$ cat src/source/umi_pkg.sv
/*
 * UMI endpoint shared definitions
 * command word layout with write and atomic views of the opcode byte,
 * opcode codes and default address and data widths
 */
package umi_pkg;

   localparam int umi_default_aw = 6;   // 64 words
   localparam int umi_default_dw = 32;

   // plain field view of the command word
   typedef struct packed {
      logic [19:0] user;
      logic [3:0]  size;    // burst length, ignored here
      logic [7:0]  opcode;
   } umi_cmd_fields_t;

   // write view, kind in the low three opcode bits
   typedef struct packed {
      logic [19:0] user;
      logic [3:0]  size;
      logic [4:0]  rsvd;
      logic [2:0]  write_kind;
   } umi_cmd_write_t;

   // atomic view, operation above the 1001 low nibble
   typedef struct packed {
      logic [19:0] user;
      logic [3:0]  size;
      logic        rsvd;
      logic [2:0]  atomic_op;
      logic [3:0]  op_low;
   } umi_cmd_atomic_t;

   typedef union packed {
      umi_cmd_fields_t f;
      umi_cmd_write_t  wr;
      umi_cmd_atomic_t at;
   } umi_cmd_t;

   localparam logic [7:0] umi_op_read       = 8'h08;   // bit 3 marks a read
   localparam logic [3:0] umi_op_atomic_low = 4'b1001;

   // write kinds
   localparam logic [2:0] umi_wr_normal   = 3'b001;
   localparam logic [2:0] umi_wr_response = 3'b010;
   localparam logic [2:0] umi_wr_signal   = 3'b011;
   localparam logic [2:0] umi_wr_stream   = 3'b100;
   localparam logic [2:0] umi_wr_ack      = 3'b101;
   localparam logic [2:0] umi_wr_user1    = 3'b110;
   localparam logic [2:0] umi_wr_user2    = 3'b111;

   // atomic operations, 111 left unused
   localparam logic [2:0] umi_at_swap = 3'b000;
   localparam logic [2:0] umi_at_add  = 3'b001;
   localparam logic [2:0] umi_at_and  = 3'b010;
   localparam logic [2:0] umi_at_or   = 3'b011;
   localparam logic [2:0] umi_at_xor  = 3'b100;
   localparam logic [2:0] umi_at_max  = 3'b101;   // signed
   localparam logic [2:0] umi_at_min  = 3'b110;   // signed

endpackage

$ cat src/source/umi_req_if.sv
/*
 * single word memory access request with its completion
 * done strobes one cycle after the completer first sees valid
 */
`timescale 1ns/1ps

interface umi_req_if #(
   parameter int aw = umi_pkg::umi_default_aw,
   parameter int dw = umi_pkg::umi_default_dw
);

   logic          valid;       // held until done
   logic          is_read;     // set for reads and atomics
   logic          is_atomic;
   logic [2:0]    atomic_op;
   logic [aw-1:0] addr;
   logic [dw-1:0] wdata;
   logic          done;        // one cycle strobe
   logic [dw-1:0] rdata;      // old word, valid with done

   modport requester (
      output valid, is_read, is_atomic, atomic_op, addr, wdata,
      input  done, rdata
   );

   modport completer (
      input  valid, is_read, is_atomic, atomic_op, addr, wdata,
      output done, rdata
   );

endinterface

$ cat src/source/umi_arbiter.sv
/*
 * two port round-robin arbiter onto one memory bus
 * owner forwarded combinationally, handed over on the done edge
 */
`timescale 1ns/1ps

module umi_arbiter (
   input  logic         clk,
   input  logic         rst_n,
   umi_req_if.completer up0,
   umi_req_if.completer up1,
   umi_req_if.requester down
);

   logic busy_q;
   logic owner_q;    // current owner, and last winner once idle
   logic release_b;  // owner finishes this cycle
   logic free;       // an owner may be chosen on the next edge
   logic want0;
   logic want1;

   assign release_b = busy_q & down.done;
   assign free      = ~busy_q | release_b;

   // the finishing owner still shows valid, mask it out
   assign want0 = up0.valid & ~(release_b & ~owner_q);
   assign want1 = up1.valid & ~(release_b & owner_q);

   always_ff @(posedge clk or negedge rst_n) begin
      if (!rst_n) begin
         busy_q  <= 1'b0;
         owner_q <= 1'b1;   // port 0 wins the first tie
      end else if (free) begin
         busy_q <= want0 | want1;
         if (want0 & want1) begin
            owner_q <= ~owner_q;   // loser of last round goes
         end else if (want0) begin
            owner_q <= 1'b0;
         end else if (want1) begin
            owner_q <= 1'b1;
         end
      end
   end

   // forward the owner
   assign down.valid     = busy_q & (owner_q ? up1.valid : up0.valid);
   assign down.is_read   = owner_q ? up1.is_read   : up0.is_read;
   assign down.is_atomic = owner_q ? up1.is_atomic : up0.is_atomic;
   assign down.atomic_op = owner_q ? up1.atomic_op : up0.atomic_op;
   assign down.addr      = owner_q ? up1.addr      : up0.addr;
   assign down.wdata     = owner_q ? up1.wdata     : up0.wdata;

   // completion only reaches the owner
   assign up0.done  = busy_q & ~owner_q & down.done;
   assign up1.done  = busy_q & owner_q & down.done;
   assign up0.rdata = owner_q ? '0 : down.rdata;
   assign up1.rdata = owner_q ? down.rdata : '0;

endmodule

$ cat src/source/umi_decode.sv
/*
 * UMI command decoder
 * splits a command word into its access class, write-ack flag,
 * atomic operation and raw fields
 */
`timescale 1ns/1ps

module umi_decode (
   input  umi_pkg::umi_cmd_t cmd,
   output logic              cmd_invalid,    // all-zero opcode
   output logic              cmd_read,       // plain read or atomic
   output logic              cmd_write,
   output logic              cmd_atomic,
   output logic              cmd_write_ack,
   output logic [2:0]        cmd_atomic_op,
   output logic [3:0]        cmd_size,
   output logic [19:0]       cmd_user
);

   import umi_pkg::*;

   logic read_bit;   // opcode bit 3

   assign read_bit = |(cmd.f.opcode & umi_op_read);

   assign cmd_invalid = ~|cmd.f.opcode;
   assign cmd_read    = read_bit & ~cmd_invalid;
   assign cmd_write   = ~read_bit & ~cmd_invalid;

   // atomics are reads with the 1001 low nibble
   assign cmd_atomic    = cmd.at.op_low == umi_op_atomic_low;
   assign cmd_atomic_op = cmd.at.atomic_op;   // only meaningful with cmd_atomic

   // ack is the one write kind that wants a response
   assign cmd_write_ack = cmd_write & (cmd.wr.write_kind == umi_wr_ack);

   assign cmd_size = cmd.f.size;
   assign cmd_user = cmd.f.user;

endmodule

$ cat src/source/umi_endpoint.sv
/*
 * UMI memory endpoint top level
 * two requester ports share one word memory through a round-robin arbiter
 */
`timescale 1ns/1ps

module umi_endpoint #(
   parameter int aw = umi_pkg::umi_default_aw,
   parameter int dw = umi_pkg::umi_default_dw
) (
   input  logic          clk,
   input  logic          rst_n,
   input  logic          req_valid_0,
   input  logic [31:0]   req_cmd_0,
   input  logic [aw-1:0] req_addr_0,
   input  logic [dw-1:0] req_wdata_0,
   output logic          rsp_valid_0,
   output logic          rsp_error_0,
   output logic [dw-1:0] rsp_rdata_0,
   input  logic          req_valid_1,
   input  logic [31:0]   req_cmd_1,
   input  logic [aw-1:0] req_addr_1,
   input  logic [dw-1:0] req_wdata_1,
   output logic          rsp_valid_1,
   output logic          rsp_error_1,
   output logic [dw-1:0] rsp_rdata_1
);

   umi_req_if #(.aw(aw), .dw(dw)) port0_bus ();
   umi_req_if #(.aw(aw), .dw(dw)) port1_bus ();
   umi_req_if #(.aw(aw), .dw(dw)) mem_bus ();

   umi_port #(.aw(aw), .dw(dw)) u_port0 (
      .clk       (clk),
      .rst_n     (rst_n),
      .req_valid (req_valid_0),
      .req_cmd   (req_cmd_0),
      .req_addr  (req_addr_0),
      .req_wdata (req_wdata_0),
      .rsp_valid (rsp_valid_0),
      .rsp_error (rsp_error_0),
      .rsp_rdata (rsp_rdata_0),
      .bus       (port0_bus)
   );

   umi_port #(.aw(aw), .dw(dw)) u_port1 (
      .clk       (clk),
      .rst_n     (rst_n),
      .req_valid (req_valid_1),
      .req_cmd   (req_cmd_1),
      .req_addr  (req_addr_1),
      .req_wdata (req_wdata_1),
      .rsp_valid (rsp_valid_1),
      .rsp_error (rsp_error_1),
      .rsp_rdata (rsp_rdata_1),
      .bus       (port1_bus)
   );

   umi_arbiter u_arbiter (
      .clk   (clk),
      .rst_n (rst_n),
      .up0   (port0_bus),
      .up1   (port1_bus),
      .down  (mem_bus)
   );

   umi_mem #(.aw(aw), .dw(dw)) u_mem (
      .clk   (clk),
      .rst_n (rst_n),
      .bus   (mem_bus)
   );

endmodule

$ cat src/source/umi_mem.sv
/*
 * flop based word memory
 * plain reads and writes plus atomic read-modify-write,
 * done strobes one cycle after valid
 */
`timescale 1ns/1ps

module umi_mem #(
   parameter int aw = umi_pkg::umi_default_aw,
   parameter int dw = umi_pkg::umi_default_dw
) (
   input  logic         clk,
   input  logic         rst_n,
   umi_req_if.completer bus
);

   import umi_pkg::*;

   localparam int depth = 2 ** aw;

   logic [dw-1:0] mem_q [depth];
   logic [dw-1:0] old_word;      // word at the request address
   logic [dw-1:0] amo_result;
   logic [dw-1:0] store_data;
   logic [dw-1:0] rdata_q;
   logic          done_q;
   logic          access;        // first cycle of a request
   logic          store;

   assign old_word = mem_q[bus.addr];
   assign access   = bus.valid & ~done_q;   // done cycle never repeats the access
   assign store    = access & (bus.is_atomic | ~bus.is_read);

   always_comb begin
      case (bus.atomic_op)
         umi_at_swap: amo_result = bus.wdata;
         umi_at_add:  amo_result = old_word + bus.wdata;
         umi_at_and:  amo_result = old_word & bus.wdata;
         umi_at_or:   amo_result = old_word | bus.wdata;
         umi_at_xor:  amo_result = old_word ^ bus.wdata;
         umi_at_max: begin
            amo_result = ($signed(old_word) > $signed(bus.wdata)) ? old_word : bus.wdata;
         end
         umi_at_min: begin
            amo_result = ($signed(old_word) < $signed(bus.wdata)) ? old_word : bus.wdata;
         end
         default:     amo_result = old_word;   // 111, word kept
      endcase
   end

   assign store_data = bus.is_atomic ? amo_result : bus.wdata;

   always_ff @(posedge clk or negedge rst_n) begin
      if (!rst_n) begin
         done_q <= 1'b0;
         for (int i = 0; i < depth; i++) begin
            mem_q[i] <= '0;   // memory reads zero after reset
         end
      end else begin
         done_q <= access;
         if (store) begin
            mem_q[bus.addr] <= store_data;
         end
      end
   end

   // old word goes back for reads and atomics
   always_ff @(posedge clk) begin
      if (access) begin
         rdata_q <= old_word;
      end
   end

   assign bus.done  = done_q;
   assign bus.rdata = rdata_q;

endmodule

$ cat src/source/umi_port.sv
/*
 * UMI requester port
 * captures one strobed command, holds it on the memory request bus
 * until done and returns the response strobe, or an error strobe
 * for an invalid opcode
 */
`timescale 1ns/1ps

module umi_port #(
   parameter int aw = umi_pkg::umi_default_aw,
   parameter int dw = umi_pkg::umi_default_dw
) (
   input  logic              clk,
   input  logic              rst_n,
   input  logic              req_valid,
   input  umi_pkg::umi_cmd_t req_cmd,
   input  logic [aw-1:0]     req_addr,
   input  logic [dw-1:0]     req_wdata,
   output logic              rsp_valid,
   output logic              rsp_error,
   output logic [dw-1:0]     rsp_rdata,
   umi_req_if.requester      bus
);

   logic          dec_invalid;
   logic          dec_read;
   logic          dec_write;
   logic          dec_atomic;
   logic          dec_write_ack;
   logic [2:0]    dec_atomic_op;
   logic          accept;        // strobe taken this edge
   logic          busy_q;
   logic          read_q;        // also set for atomics
   logic          atomic_q;
   logic          ack_q;
   logic [2:0]    atomic_op_q;
   logic [aw-1:0] addr_q;
   logic [dw-1:0] wdata_q;

   umi_decode u_decode (
      .cmd           (req_cmd),
      .cmd_invalid   (dec_invalid),
      .cmd_read      (dec_read),
      .cmd_write     (dec_write),
      .cmd_atomic    (dec_atomic),
      .cmd_write_ack (dec_write_ack),
      .cmd_atomic_op (dec_atomic_op),
      .cmd_size      (),
      .cmd_user      ()
   );

   // strobes on a busy port are dropped
   assign accept = req_valid & ~busy_q & (dec_read | dec_write);

   always_ff @(posedge clk or negedge rst_n) begin
      if (!rst_n) begin
         busy_q    <= 1'b0;
         rsp_valid <= 1'b0;
         rsp_error <= 1'b0;
      end else begin
         rsp_error <= req_valid & ~busy_q & dec_invalid;   // no memory access
         rsp_valid <= bus.done & (read_q | ack_q);         // silent writes stay quiet
         if (accept) begin
            busy_q <= 1'b1;
         end else if (bus.done) begin
            busy_q <= 1'b0;
         end
      end
   end

   // held command and response data
   always_ff @(posedge clk) begin
      if (accept) begin
         read_q      <= dec_read;
         atomic_q    <= dec_atomic;
         ack_q       <= dec_write_ack;
         atomic_op_q <= dec_atomic_op;
         addr_q      <= req_addr;
         wdata_q     <= req_wdata;
      end
      if (bus.done) begin
         rsp_rdata <= read_q ? bus.rdata : '0;   // write-ack returns zero
      end
   end

   assign bus.valid     = busy_q;
   assign bus.is_read   = read_q;
   assign bus.is_atomic = atomic_q;
   assign bus.atomic_op = atomic_op_q;
   assign bus.addr      = addr_q;
   assign bus.wdata     = wdata_q;

endmodule

$ cat config.mk
export PLATFORM = sky130hd
export DESIGN_NAME = umi_endpoint
export DESIGN_NICKNAME = d
export VERILOG_FILES = /design/src/source/umi_pkg.sv /design/src/source/umi_req_if.sv /design/src/source/umi_arbiter.sv /design/src/source/umi_decode.sv /design/src/source/umi_endpoint.sv /design/src/source/umi_mem.sv /design/src/source/umi_port.sv
export SDC_FILE = /design/constraint.sdc
export NUM_CORES = 2
export LEC_CHECK = 0
export ABC_AREA = 1
export BUFFER_PORTS_ARGS = -buffer_cell sky130_fd_sc_hd__buf_2
export CAP_MARGIN = 40
export CORE_ASPECT_RATIO = 1.4
export CORE_MARGIN = 4
export CORE_UTILIZATION = 50
export CTS_CLUSTER_DIAMETER = 80
export DETAILED_ROUTE_END_ITERATION = 16
export PLACE_DENSITY = 0.63
export SETUP_SLACK_MARGIN = 0.15
export SLEW_MARGIN = 20
export SYNTH_ARGS = -nofsm -noshare
export SYNTH_HDL_FRONTEND = slang
export SYNTH_SLANG_ARGS = --single-unit
$ cat constraint.sdc
create_clock -name clk -period 6.8 [get_ports clk]
set_input_delay 1.36 -clock clk [delete_from_list [all_inputs] [get_ports clk]]
set_output_delay 1.36 -clock clk [all_outputs]
set_load 0.005 [all_outputs]
After elaboration in Yosys (flattened, before gate mapping)
Index checks and enable logic that the tools add are counted.

Register bits after elaboration: 2241. Bits of input ports: 144. Output and inout port bits: 68. Logic and storage cells: 187.

Add/subtract/negate cells: 1. Order comparisons: 4. Equality and inequality tests: 10. Muxes and demuxes: 23. Bitwise operators: 49. Reductions and logical operators: 12.

Operators with widths (count): $bwmux 2048 (1); $mux 32 (7); $pmux 32 s7 (1); $bmux 32 s6 (1); $demux 32 s6 (1); $add 32x32->32 (1); $and 32x32->32 (1); $gt 32x32->1 (1); $lt 32x32->1 (1); $or 32x32->32 (1); $xor 32x32->32 (1); $and 1x1->1 (27); $reduce_or 8->1 (2); $eq 3x3->1 const B (5); $not 1->1 (11); $mux 1 (10); $eq 4x4->1 const B (2); $ge 7x7->1 const B (1); $lt 7x1->1 const B (1); $not 6->7 (1); $or 1x1->1 (7); $eq 3x2->1 const B (2); $mux 6 (1); $reduce_and 2->1 (2); other kinds (8) (10).

Depth between registers and ports, before layout
Depth in word-level cells: 10. Gate-level depth with buffers: 39. Mapped depth without buffers: 36.

By module
A second synthesis with hierarchy kept.

Cell total of the unflattened synthesis: 13703. Area total of the unflattened synthesis: 106064.2 sq um.

Modules (own cells, without submodules): umi_mem (instances 1, cells each 13004, area an instance 98904.9 sq um, seq. area each 52235.1 sq um); umi_port (instances 2, cells each 160, area an instance 2723.9 sq um, seq. area each 2357.3 sq um); umi_arbiter (instances 1, cells each 295, area an instance 1181.1 sq um, seq. area each 51.3 sq um); umi_decode (instances 2, cells each 42, area an instance 265.3 sq um, seq. area each 0.0 sq um).

Worst setup path before layout
No wires, ideal clock.

Path type: register to register. From: reg u_arbiter.owner_q. To: reg u_mem.mem_q[195] in the netlist's numbering. Library setup time: 118 ps. Data arrival time: 4850 ps. Required time: 6682 ps. Slack: 1832 ps. Stages on the path, launching flop included: 13. Path buffers: 4. Period minus slack after synthesis: 4968 ps. Cells stage by stage: dfstp_2 inv_2 clkbuf_1 nor2_1 a211oi_1 nand2_1 buf_2 buf_2 nor3_2 inv_1 clkbuf_1 nand2_1 nand2_1.

Elaborated cells between the ends (all ways): 38. Classes of those cells: add/sub (1); order compare (4); eq/ne (6); mux (16); bitwise (9); reduce/logical (2).

RTL lines: start: declaration (RTL line umi_arbiter.sv:16) `logic owner_q;`; start signal: assignment (RTL line umi_arbiter.sv:36) `owner_q <= ~owner_q;`; $mux 1 (RTL line umi_arbiter.sv:46) `assign down.valid = busy_q & (owner_q ? up1.valid : up0.valid);`; $and 1x1->1 (RTL line umi_arbiter.sv:46); $and 1x1->1 (RTL line umi_mem.sv:31) `assign access = bus.valid & ~done_q;`; net u_mem.access (RTL line umi_mem.sv:27) `logic access;`; $and 1x1->1 (RTL line umi_mem.sv:32) `assign store = access & (bus.is_atomic | ~bus.is_read);`; end signal: indexed assignment (RTL line umi_mem.sv:62) `mem_q[bus.addr] <= store_data;`; end: declaration (RTL line umi_mem.sv:21) `logic [dw-1:0] mem_q [depth];`.

The timed path passes the listed nets, and every way through them passes these cells. The select of a mux whose other input is x is not followed. A chain may end at the register's enable or synchronous reset.

Worst setup path in the final report
From: reg u_arbiter.owner_q. To: reg u_mem.mem_q[1116] in the netlist's numbering.

Longest elaborated chain between the ends: 10. Elaborated cells between the ends (all ways): 38. Classes of those cells: add/sub (1); order compare (4); eq/ne (6); mux (16); bitwise (9); reduce/logical (2).

Ends and longest elaborated chain: $mux 6 * (RTL line umi_arbiter.sv:50) `assign down.addr = owner_q ? up1.addr : up0.addr;`; $not 6->7 (not written as such) * (RTL line umi_mem.sv:30) `assign old_word = mem_q[bus.addr];`; $bmux 32 s6 * (RTL line umi_mem.sv:30); $mux 32 (not written as such) * (2 in a row) (RTL line umi_mem.sv:30); net u_mem.old_word[21] (RTL line umi_mem.sv:22) `logic [dw-1:0] old_word;`; $lt 32x32->1 / $gt 32x32->1 (equally long branches) (RTL line umi_mem.sv:45, umi_mem.sv:42); $mux 32, on equally long branches (RTL line umi_mem.sv:45, umi_mem.sv:42); $pmux 32 s7 * (RTL line umi_mem.sv:35) `case (bus.atomic_op)`; $mux 32 * (RTL line umi_mem.sv:51) `assign store_data = bus.is_atomic ? amo_result : bus.wdata;`; $bwmux 2048 * (RTL line umi_mem.sv:62).

The timed path passes the listed nets; every way through them passes the cells marked *. The select of a mux whose other input is x is not followed.

==> summary.txt <==
Status
  • Status: completed

Global routing
  • Gr busiest metal: met2
  • Initial antenna violation count: 21
  • Gr ovfl total: 0
  • First-pass GRT wire length: 635.7 mm
  • Met1 usage: 0.4883
  • Overall routing resource usage: 0.3870
  • Largest net degree at the start of global routing: 190
  • M3 GR Usage: 0.09168
  • Number of global-route vias before repair: 96040
  • Met2 usage: 0.5845

STA
  • Max_slew headroom: 0.2354
  • Worst-margin pin slew: 1147 ps
  • Max Clk Rate: 152.5 MHz
  • RSZ-0062 raised after global routing: no
  • Min Tclk post-route: 6557 ps
  • Tcrit/Tclk final: 0.9643
  • Setup-failing EPs final: 0
  • Final Max Tran Viols: 0
  • Setup tns final: 0 ps
  • Clk_skew: 70.20 ps
  • Count of final hold-check violations: 0

Hold path
  • HP Class: primary input to async pin

Die
  • Area of the die: 219900 µm²
  • # IOs: 212
  • Core Area: 210600 µm²
  • Die height: 553.3 µm
  • Width of the die: 397.5 µm
  • Row Count: 199
  • Initial Util: 0.5042

Worst setup path
  • Worst R2R Start: u_arbiter.owner_q$_DFFE_PN1P_
  • CP peak stage delay: 730 ps
  • R2R setup slack: 240 ps
  • CP max-delay cell: dfstp_4
  • Worst reg2reg path depth: 30
  • Most used cell, CP: nand2_1
  • WP buf/inv: 9
  • Crit start category: flip-flop
  • Data arrival, critical path: 7290 ps
  • Largest delay contributor family on the critical path: simple AND/OR/NAND/NOR gates
  • WS Path Type: flip-flop to flip-flop
  • CP max FO: 46
  • Worst Path Required: 7530 ps
  • Worst R2R End: u_mem.mem_q[1116]$_DFFE_PN0P_
  • Setup crit end kind: flip-flop

Routing
  • TritonRoute pass-1 iters: 7
  • Via Count: 99290
  • DRT iter0 DRCs: 13790
  • Post-DRT Antenna Nets: 0
  • # DRC: 0
  • WL per Instance: 25.93 µm
  • Vias per cell: 5.906
  • Final Routed Wirelength: 436.0 mm

Power and ir drop
  • Total power: 73630 µW
  • Leak: 0.06608 µW
  • Peak supply drop: 760.4 µV
  • PwrDens: 606.9 nW/µm²

Synthesis
  • Top cell type's share of synthesized area: 0.4844
  • Synth area leaders: dfrtp_1 48%, nand2_1 24%, edfxtp_1 5.2%
  • Top post-synthesis cells by count: 6710 x nand2_1, 2056 x dfrtp_1, 1324 x nor2_1, 605 x nand3_1, 476 x clkbuf_1
  • Synth unique cells: 54
  • Synth Instances: 13760
  • YS warnings: 0
  • Sequential fraction of the synthesis area: 0.5367
  • Leading area contributor after synthesis: dfrtp_1
  • Mean Syn Cell Area: 7.716 µm²
  • #FFs+latches synth: 2241
  • Synth Net Count: 14010
  • Count leader, synth: nand2_1
  • Post-Syn Area: 106200 µm²
  • Main synth FF type: dfrtp_1
  • Number of flops mapped to enable cells by yosys: 184
  • Ys async rst share: 0.9179

Clock network
  • CTS Buf Count: 225
  • Worst-Skew Late Latency: 910 ps
  • CTS Sinks: 2241
  • Root Driver: clkbuf_16
  • CTS Buffer Depth: 4
  • # hold bufs at CTS: 0
  • Clk slew on worst S/H paths: 60 ps
  • TritonCTS clock tree: built
  • Max H-tree Level: 4

Layout
  • Area Overhead vs Synth: 14.24%
  • Fin nets: 14060
  • Layout cell share with drive strength beyond 1: 0.09894

Job
  • MaxCap Viol Count: 0

Placed design
  • Gp weighted congestion: 0.9920
  • I/O Buffers: 163
  • HPWL after DPL: 269.8 mm
-- worst reg2reg max path: cells and delay by family, from the launching register on --
kind | cells | cell delay [ps]
buffers and inverters | 9 | 1740
adder cells (fa/ha/maj) | 1 | 440
flip-flops | 1 | 730
AND/OR/NAND/NOR | 17 | 2870
AO/OA/AOI/OAI | 3 | 630
-- routing by layer --
metal,share of wire,vias to the layer above
met1,0.36,48230
li1,-,43430
met4,0.086,18
met2,0.44,6298
met5,0.00028,-
met3,0.11,1316
-- placed cells by master, fill, tap and decap left out, types with 26 or more instances in the layout --
cell type     n
nor3_4       41
o22a_1       76
dfrtp_1    2056
a21oi_1     149
clkbuf_8     44
clkbuf_1     48
buf_2       173
o21ai_1      36
a22oi_1      36
clkbuf_16   232
clkinv_2     45
nor2_1     1298
inv_1       353
or2_2        42
nand4_1      75
edfxtp_1    184
buf_4       426
ha_1         94
nand2_2      31
o22ai_1     469
nand3_1     602
nor3_1       32
nand3b_1     26
nand2_1    6686
inv_2        32
o21ai_0     272
buf_12      133
-- sequential cells by signal (all words and copies together) (netlist names), 3 cells and up --
signal                 flops
u_mem.bus.rdata           32
u_mem.mem_q             2048
u_port0.bus.addr           6
u_port0.bus.atomic_op      3
u_port0.bus.wdata         32
u_port0.rsp_rdata         32
u_port1.bus.addr           6
u_port1.bus.atomic_op      3
u_port1.bus.wdata         32
u_port1.rsp_rdata         32
-- cell type report --
type / instances / area (µm²)
clock buffers: 321 / 6516
repair buffers: 774 / 7631
well taps: 2814 / 3521
clock inverters: 79 / 737.0
flip-flops and latches: 2241 / 57000
multi-input cells: 10170 / 44370
inverters: 401 / 1516
fillers: 18910 / 89320
diodes: 11 / 27.53
-- power breakdown --
part	total [µW]	switching, µW	internal [µW]
Sequential	20000	2220	17800
Clock	12500	5460	7080
Combinational	41100	29100	12000
Total	73600	36700	36900
-- timing repair --
item	in CTS	in global routing
pin swaps	2	11
setup endpoints to repair	1016	2048
gates cloned	1	5
setup buffers	1	19
gates resized for setup	8	83
-- stage by stage --
stage | instance area [µm²] | hold WS (ps) | utilization | instances | setup WS, ps
global route | 121300 | 430.2 | 0.5758 | 16800 | 137.7
detailed placement | 113200 | 460.6 | 0.5375 | 16370 | -27.34
global placement | 112700 | 454.7 | 0.5352 | 16340 | 36.96
CTS | 120600 | 445.9 | 0.5723 | 16770 | 206.1
floorplan | 106200 | 441.5 | - | 13760 | 1832
finish | 121300 | 380.4 | 0.5760 | 16810 | 242.7
-- worst max-delay path by stage --
stage	from	cells after the start	slack (ps)	end
final	u_arbiter.owner_q$_DFFE_PN1P_	30	240	u_mem.mem_q[1116]$_DFFE_PN0P_
after global routing	u_arbiter.owner_q$_DFFE_PN1P_	31	140	u_mem.mem_q[1116]$_DFFE_PN0P_
after CTS	u_arbiter.owner_q$_DFFE_PN1P_	33	210	u_mem.mem_q[1256]$_DFFE_PN0P_
after detailed placement	u_arbiter.owner_q$_DFFE_PN1P_	32	-30	u_mem.mem_q[1256]$_DFFE_PN0P_
after global placement	u_arbiter.owner_q$_DFFE_PN1P_	32	40	u_mem.mem_q[1736]$_DFFE_PN0P_
after floorplan	u_arbiter.owner_q$_DFFE_PN1P_	12	1830	u_mem.mem_q[195]$_DFFE_PN0P_
-- kinds of logic (layout without fill, tap and decap cells) --
group	count (synthesis)	in the layout	share of synthesized area
compound gates	1130	1130	0.06474
fa+ha+maj	97	97	0.01150
flops	2241	2241	0.5367
simple gates	8942	8944	0.3323
other cells	0	11	0
buf+inv	1353	1575	0.05464
xor+xnor	1	1	0.00008248
Note: power is estimated with default switching activity, not from simulation.
